$ cat src/design/classifier_pkg.sv
package classifier_pkg;

    // Datapath sizes
    localparam int word_w         = 32;     // Stream and arithmetic word
    localparam int q_bits         = 8;      // Fractional bits, signed Q8
    localparam int input_feature  = 16;     // Feature vector length
    localparam int hidden_feature = 32;     // Hidden neurons
    localparam int output_feature = 3;      // Output scores

    // Index widths
    localparam int idx_w     = 6;                         // Row and column fields of a write
    localparam int in_idx_w  = $clog2(input_feature);     // Selects an input column
    localparam int hid_idx_w = $clog2(hidden_feature);    // Selects a hidden neuron
    localparam int out_idx_w = $clog2(output_feature);    // Selects an output score

    typedef logic signed [word_w-1:0] word_t;

    // One AXI4-Stream beat
    typedef struct packed {
        word_t data;
        logic  last;
    } axis_beat_t;

    // Where an accepted input word is stored
    typedef enum logic [2:0] {
        tgt_w1,
        tgt_b1,
        tgt_w2,
        tgt_b2,
        tgt_feature
    } load_target_t;

    // Write request from the controller into the engine storage
    typedef struct packed {
        logic             valid;
        load_target_t     target;
        logic [idx_w-1:0] row;    // Weight row, unused for biases and features
        logic [idx_w-1:0] col;    // Column or element index
        word_t            data;
    } param_wr_t;

    typedef word_t [output_feature-1:0] result_vec_t;

endpackage

$ cat src/design/classifier_ctrl.sv
module classifier_ctrl (
    input  logic                         S_AXIS_ACLK,
    input  logic                         S_AXIS_ARESETN,
    input  classifier_pkg::axis_beat_t   s_beat,
    input  logic                         s_valid,
    output logic                         s_ready,
    output classifier_pkg::axis_beat_t   m_beat,
    output logic                         m_valid,
    input  logic                         m_ready,
    output classifier_pkg::param_wr_t    param_wr,
    output logic                         start,
    input  logic                         done,
    input  classifier_pkg::result_vec_t  results
);
    import classifier_pkg::*;

    typedef enum logic [2:0] {
        ph_w1,
        ph_b1,
        ph_w2,
        ph_b2,
        ph_feat,
        ph_comp,
        ph_wb
    } phase_t;

    phase_t               phase;
    logic [idx_w-1:0]     row_cnt;
    logic [idx_w-1:0]     col_cnt;
    logic [idx_w-1:0]     col_lim;        // Last column of a row in this phase
    load_target_t         cur_target;
    logic [out_idx_w-1:0] tx_cnt;         // Result word on the output stream
    logic                 rx;
    logic                 tx;
    logic                 start_pend;     // Last feature is on param_wr this cycle

    // Write request register, payload is captured per accepted beat
    logic                 wr_valid;
    load_target_t         wr_target;
    logic [idx_w-1:0]     wr_row;
    logic [idx_w-1:0]     wr_col;
    word_t                wr_data;

    assign rx = s_valid && s_ready;
    assign tx = m_valid && m_ready;

    assign s_ready = phase inside {ph_w1, ph_b1, ph_w2, ph_b2, ph_feat};
    assign m_valid = (phase == ph_wb);

    // Held while stalled, tx_cnt only moves on a transfer
    assign m_beat.data = results[tx_cnt];
    assign m_beat.last = (tx_cnt == out_idx_w'(output_feature - 1));

    assign param_wr = '{valid: wr_valid, target: wr_target, row: wr_row,
                        col: wr_col, data: wr_data};

    // Row length and destination of the current phase
    always_comb begin
        case (phase)
            ph_w1: begin
                col_lim    = idx_w'(input_feature - 1);
                cur_target = tgt_w1;
            end
            ph_b1: begin
                col_lim    = idx_w'(hidden_feature - 1);
                cur_target = tgt_b1;
            end
            ph_w2: begin
                col_lim    = idx_w'(hidden_feature - 1);
                cur_target = tgt_w2;
            end
            ph_b2: begin
                col_lim    = idx_w'(output_feature - 1);
                cur_target = tgt_b2;
            end
            default: begin
                col_lim    = idx_w'(input_feature - 1);
                cur_target = tgt_feature;
            end
        endcase
    end

    always_ff @(posedge S_AXIS_ACLK) begin
        if (rx) begin
            wr_target <= cur_target;
            wr_row    <= row_cnt;
            wr_col    <= col_cnt;
            wr_data   <= s_beat.data;
        end
    end

    always_ff @(posedge S_AXIS_ACLK) begin
        if (!S_AXIS_ARESETN) begin
            phase      <= ph_w1;
            row_cnt    <= '0;
            col_cnt    <= '0;
            tx_cnt     <= '0;
            wr_valid   <= 1'b0;
            start_pend <= 1'b0;
            start      <= 1'b0;
        end else begin
            wr_valid   <= rx;          // One request per accepted beat
            start_pend <= 1'b0;
            start      <= start_pend;  // Engine has the last feature by now
            if (rx) begin
                if (s_beat.last) begin
                    row_cnt <= '0;
                    col_cnt <= '0;
                    // TLAST closes the block
                    case (phase)
                        ph_w1:   phase <= ph_b1;
                        ph_b1:   phase <= ph_w2;
                        ph_w2:   phase <= ph_b2;
                        ph_b2:   phase <= ph_feat;
                        ph_feat: begin
                            phase      <= ph_comp;
                            start_pend <= 1'b1;
                        end
                        default: ;
                    endcase
                end else if (col_cnt == col_lim) begin
                    col_cnt <= '0;
                    row_cnt <= row_cnt + 1'b1;
                end else begin
                    col_cnt <= col_cnt + 1'b1;
                end
            end
            if (phase == ph_comp && done) begin
                phase <= ph_wb;
            end
            if (tx) begin
                if (m_beat.last) begin
                    tx_cnt <= '0;
                    phase  <= ph_feat;      // Weights stay, wait for next vector
                end else begin
                    tx_cnt <= tx_cnt + 1'b1;
                end
            end
        end
    end

endmodule

$ cat config.mk
export PLATFORM = sky130hd
export DESIGN_NAME = classifier_ctrl
export DESIGN_NICKNAME = d
export VERILOG_FILES = /design/src/design/classifier_pkg.sv /design/src/design/classifier_ctrl.sv
export SDC_FILE = /design/constraint.sdc
export NUM_CORES = 1
export LEC_CHECK = 0
export BUFFER_PORTS_ARGS = -buffer_cell sky130_fd_sc_hd__buf_2
export CAP_MARGIN = 20
export CORE_ASPECT_RATIO = 0.7
export CORE_UTILIZATION = 42
export CTS_CLUSTER_SIZE = 25
export DETAILED_ROUTE_END_ITERATION = 8
export GPL_TIMING_DRIVEN = 0
export PLACE_DENSITY = 0.81
export SLEW_MARGIN = 10
export SYNTH_ARGS = -nofsm -noshare
export SYNTH_HDL_FRONTEND = slang
export SYNTH_SLANG_ARGS = --single-unit
$ cat constraint.sdc
create_clock -name S_AXIS_ACLK -period 2.57 [get_ports S_AXIS_ACLK]
set_clock_uncertainty 0.05 [all_clocks]
set_input_delay 0.514 -clock S_AXIS_ACLK [delete_from_list [all_inputs] [get_ports S_AXIS_ACLK]]
set_output_delay 0.514 -clock S_AXIS_ACLK [all_outputs]
set_load 0.01 [all_outputs]
==> summary.md <==
## Floorplan
• initial core utilization: 43.5%
• I/O pin count: 218
• area of the core: 7320 um2
• Die ar.: 7940 um2
• count of standard-cell rows: 26
• Die Ht: 74.9 um
• overall die width: 106 um

## Detailed routing
• routed via count divided by cell count: 5.00
• drt first-iter violations: 196
• Routed Antenna Nets: 0
• sum of met3 wire segment lengths after detailed routing: 591 um
• Final Routed Wirelength: 8650 um
• number of vias after detailed routing: 3066
• DR top layer: met4
• wire per inst: 14.1 um
• count of TritonRoute iterations in the first routing pass: 4
• detailed route wirelength on metal2: 4320 um
• wire length on met1: 3630 um
• DR DRC count: 0

## Timing
• Post-Route Hold Slack: 0.300 ns
• maximum clock rate: 0.422 GHz
• setup repair after global routing missed its margin: no
• Least-Margin Pin Slew: 0.909 ns
• number of setup violations in the final report: 0
• accumulated negative setup slack: 0 ns
• final hold violation count: 0
• remaining max-slew budget at the tightest pin: 37.7%
• final max-slew violation count: 0
• Final Cycle Share: 92.3%
• time the worst path needs with I/O delays and setup: 2.37 ns

## Synth
• share of synthesized area occupied by flip-flops and latches: 56.9%
• per-instance average area after synthesis: 11.3 um2
• total standard cell area after synthesis: 3190 um2
• cell types occupying the most area after synthesis: sky130_fd_sc_hd__edfxtp_1 44%, sky130_fd_sc_hd__dfxtp_1 13%, sky130_fd_sc_hd__mux2i_1 12%
• Post-synth top flop: sky130_fd_sc_hd__edfxtp_1
• number of flops mapped to enable cells by yosys: 47
• post-synthesis instance total: 282
• synthesized flop and latch total: 67
• most used standard cell by instance count after synthesis: sky130_fd_sc_hd__edfxtp_1
• count of unique library cells instantiated by Yosys: 41
• share of async-settable or async-resettable flops after synthesis: 0%
• synth cell count leaders: 47 x sky130_fd_sc_hd__edfxtp_1, 43 x sky130_fd_sc_hd__nand2_1, 38 x sky130_fd_sc_hd__mux2i_1
• area share of the largest cell type after synthesis: 44.3%
• leading area contributor after synthesis: sky130_fd_sc_hd__edfxtp_1
• Mapped Nets: 418
• number of warnings issued by yosys: 0

## Global routing
• pin count of the biggest net entering global routing: 31
• wire length of the first global-routing pass: 12600 um
• initial antenna violation count: 0
• GR Util All Layers: 21.0%
• overall overflow remaining after global route: 0
• number of global-route vias before repair: 2698

## Place
• placed cell areas: 4410 um2
• number of port buffers: 216
• routability congestion estimate from global placement: 0.833
• number of placed cells counting well taps: 597
• half-perimeter wire length after detailed placement: 6750 um

## Layout
• summed area of non-filler cells in the final layout: 4660 um2
• diode insertion count for antenna repair: 0
• Register Area: 1810 um2
• area growth from synthesis to layout: 46.2%
• layout cells sized above 1: 48.9%
• total area of multi-input combinational cells: 1270 um2
• number of nets in the final layout: 646
• filler cell count in the final layout: 609
• post-route non-filler standard cell count: 613

## Setup path
• beginning of the worst register-to-register path: phase[2]$_SDFF_PN0_
• worst r2r dst: row_cnt[1]$_SDFFE_PN0P_
• most used cell along the critical path: sky130_fd_sc_hd__clkbuf_2
• Worst R2R Setup Slack: 0.43 ns
• critical path data required time: 2.01 ns
• FF-to-FF path depth: 5
• launching instance or port of the critical path: tx_cnt[0]$_SDFFE_PN0P_
• critical setup path kind: flop to output port
• worst setup path endpoint: m_beat[10]
• category of the worst setup path capture point: output port
• startpoint kind of the worst setup timing path: flop
• maximum fanout count along the critical path: 10
• worst endpoint data arrival time: 1.81 ns
• Critical Path Slowest Stage Cell: sky130_fd_sc_hd__dfxtp_1
• worst stage delay on the critical path: 0.31 ns
• series of cell instances along the critical path: clkbuf_2 -> nor2b_1 -> clkbuf_1 -> clkbuf_2 -> nand2_1 -> o21ai_0 -> buf_2

## Hold path
• worst hold path type: input pin to flop
• hold depth: 1

## CTS
• Clock H-tree levels: 3
• source-to-sink clock delay at the later pin of the worst-skew pair: 0.33 ns
• total clock buffers created by CTS: 9
• TritonCTS clock tree: built
• Worst-path clk slew: 0.07 ns
• clk root buf: sky130_fd_sc_hd__clkbuf_8
• deepest clock path buffer count: 2
• setup repair bufs after CTS: 0
• CTS Sinks: 67

## Power and ir drop
• proportion of power drawn by combinational gates: 11.4%
• fraction of power consumed by the clock network: 40.6%
• Sw Ratio: 21.5%
• leakage component of the power: 0.00200 uW
• internal power of the cells: 1990 uW
• switching power: 544 uW
• part of the total power dissipated in sequential elements: 47.9%
• total power divided by cell area: 543 nW/um2
• largest voltage drop on the vdd net: 0.000407 V

## Run
• Maximum Capacitance Violations: 0

## Outcome
• result of the run: complete, no violations

==> repair_timing <==
action	4_1_cts	5_1_grt
hold buffers	0	0
pin swaps	0	0
endpoints found under the setup margin	30	15
gates resized for setup	5	2
==> per-stage QoR <==
step / util (%) / total power (uW) / setup slack, ns
after floorplan: - / 1340 / 0.224
after global placement: 60.0 / 1510 / -0.237
after detailed placement: 60.2 / 1530 / 0.215
after CTS: 63.6 / 2560 / 0.0351
after global routing: 63.6 / 2640 / 0.0125
final: 63.6 / 2530 / 0.199
==> routing by layer <==
metal,track usage (%),vias up
li1,-,1489
met3,5.89,10
met2,35.8,136
met5,0,-
met1,26.3,1431
met4,7.10,0
==> critical path, delay by kind of cell, from the launching register on <==
kind,cells,cell delay (ns)
flops,1,0.31
simple gates,2,0.25
buf+inv,4,0.84
compound gates,1,0.08
==> cell families (layout without fill, tap and decap cells) <==
logic type,Yosys count,count (layout),synth area share (%)
AO/OA/AOI/OAI,54,54,11.5
XOR/XNOR,6,6,1.65
adder cells (fa/ha/maj),2,2,0.785
buffers and inverters,24,257,3.26
flip-flops,67,67,56.9
multiplexers,38,38,11.9
AND/OR/NAND/NOR,91,91,14.0
==> layout by cell type (no fill, tap or decap), types with 5 or more instances in the layout <==
cell type                  netlist  final
sky130_fd_sc_hd__nand2_1        43     43
sky130_fd_sc_hd__clkbuf_1       11      7
sky130_fd_sc_hd__nor3_1          6      6
sky130_fd_sc_hd__nand3_1         5      5
sky130_fd_sc_hd__dfxtp_1        20     20
sky130_fd_sc_hd__clkbuf_8        0      9
sky130_fd_sc_hd__o21ai_0        21     21
sky130_fd_sc_hd__clkbuf_2        0      6
sky130_fd_sc_hd__buf_2           2    219
sky130_fd_sc_hd__o21ai_1        12     12
sky130_fd_sc_hd__xor2_1          5      5
sky130_fd_sc_hd__edfxtp_1       47     47
sky130_fd_sc_hd__nand2b_1        5      5
sky130_fd_sc_hd__nor2b_1         5      5
sky130_fd_sc_hd__mux2i_1        38     38
sky130_fd_sc_hd__nor2_1          6      6
==> state kept, by name, indices dropped and copies added, names as in the netlist <==
| signal | cells |
|---|---|
| phase | 3 |
| tx_cnt | 2 |
| start_pend | 1 |
| wr_data | 32 |
| wr_valid | 1 |
| row_cnt | 6 |
| wr_row | 6 |
| start | 1 |
| col_cnt | 6 |
| wr_col | 6 |
| wr_target | 3 |
==> power groups by stage <==
stage	clock network (uW)	registers (uW)	logic, uW
2_1_floorplan	0	1260	84.8
3_3_place_gp	0	1240	277
3_5_place_dp	0	1240	290
4_1_cts	1050	1210	292
5_1_grt	1100	1220	318
6_report	1030	1210	289
==> worst min-delay path by stage <==
stage                                     start                     to  slack (ns)
after floorplan           start_pend$_SDFF_PN0_       start$_SDFF_PN0_        0.36
after global placement    start_pend$_SDFF_PN0_       start$_SDFF_PN0_        0.38
after detailed placement  start_pend$_SDFF_PN0_       start$_SDFF_PN0_        0.37
after CTS                             s_beat[7]   wr_data[6]$_DFFE_PN_        0.28
after global routing                  s_beat[6]   wr_data[5]$_DFFE_PN_        0.28
final                                s_beat[12]  wr_data[11]$_DFFE_PN_        0.30
==> final cells by class <==
type	instances	share of cell area [%]
buffer	19	2.02
clock buffer	9	2.66
clock inverter	7	2.47
inverter	5	0.403
multi-input combinational	191	27.3
sequential	67	38.9
tap	98	2.63
timing repair buffer	217	23.6
Power figures use the tool's default switching activity.
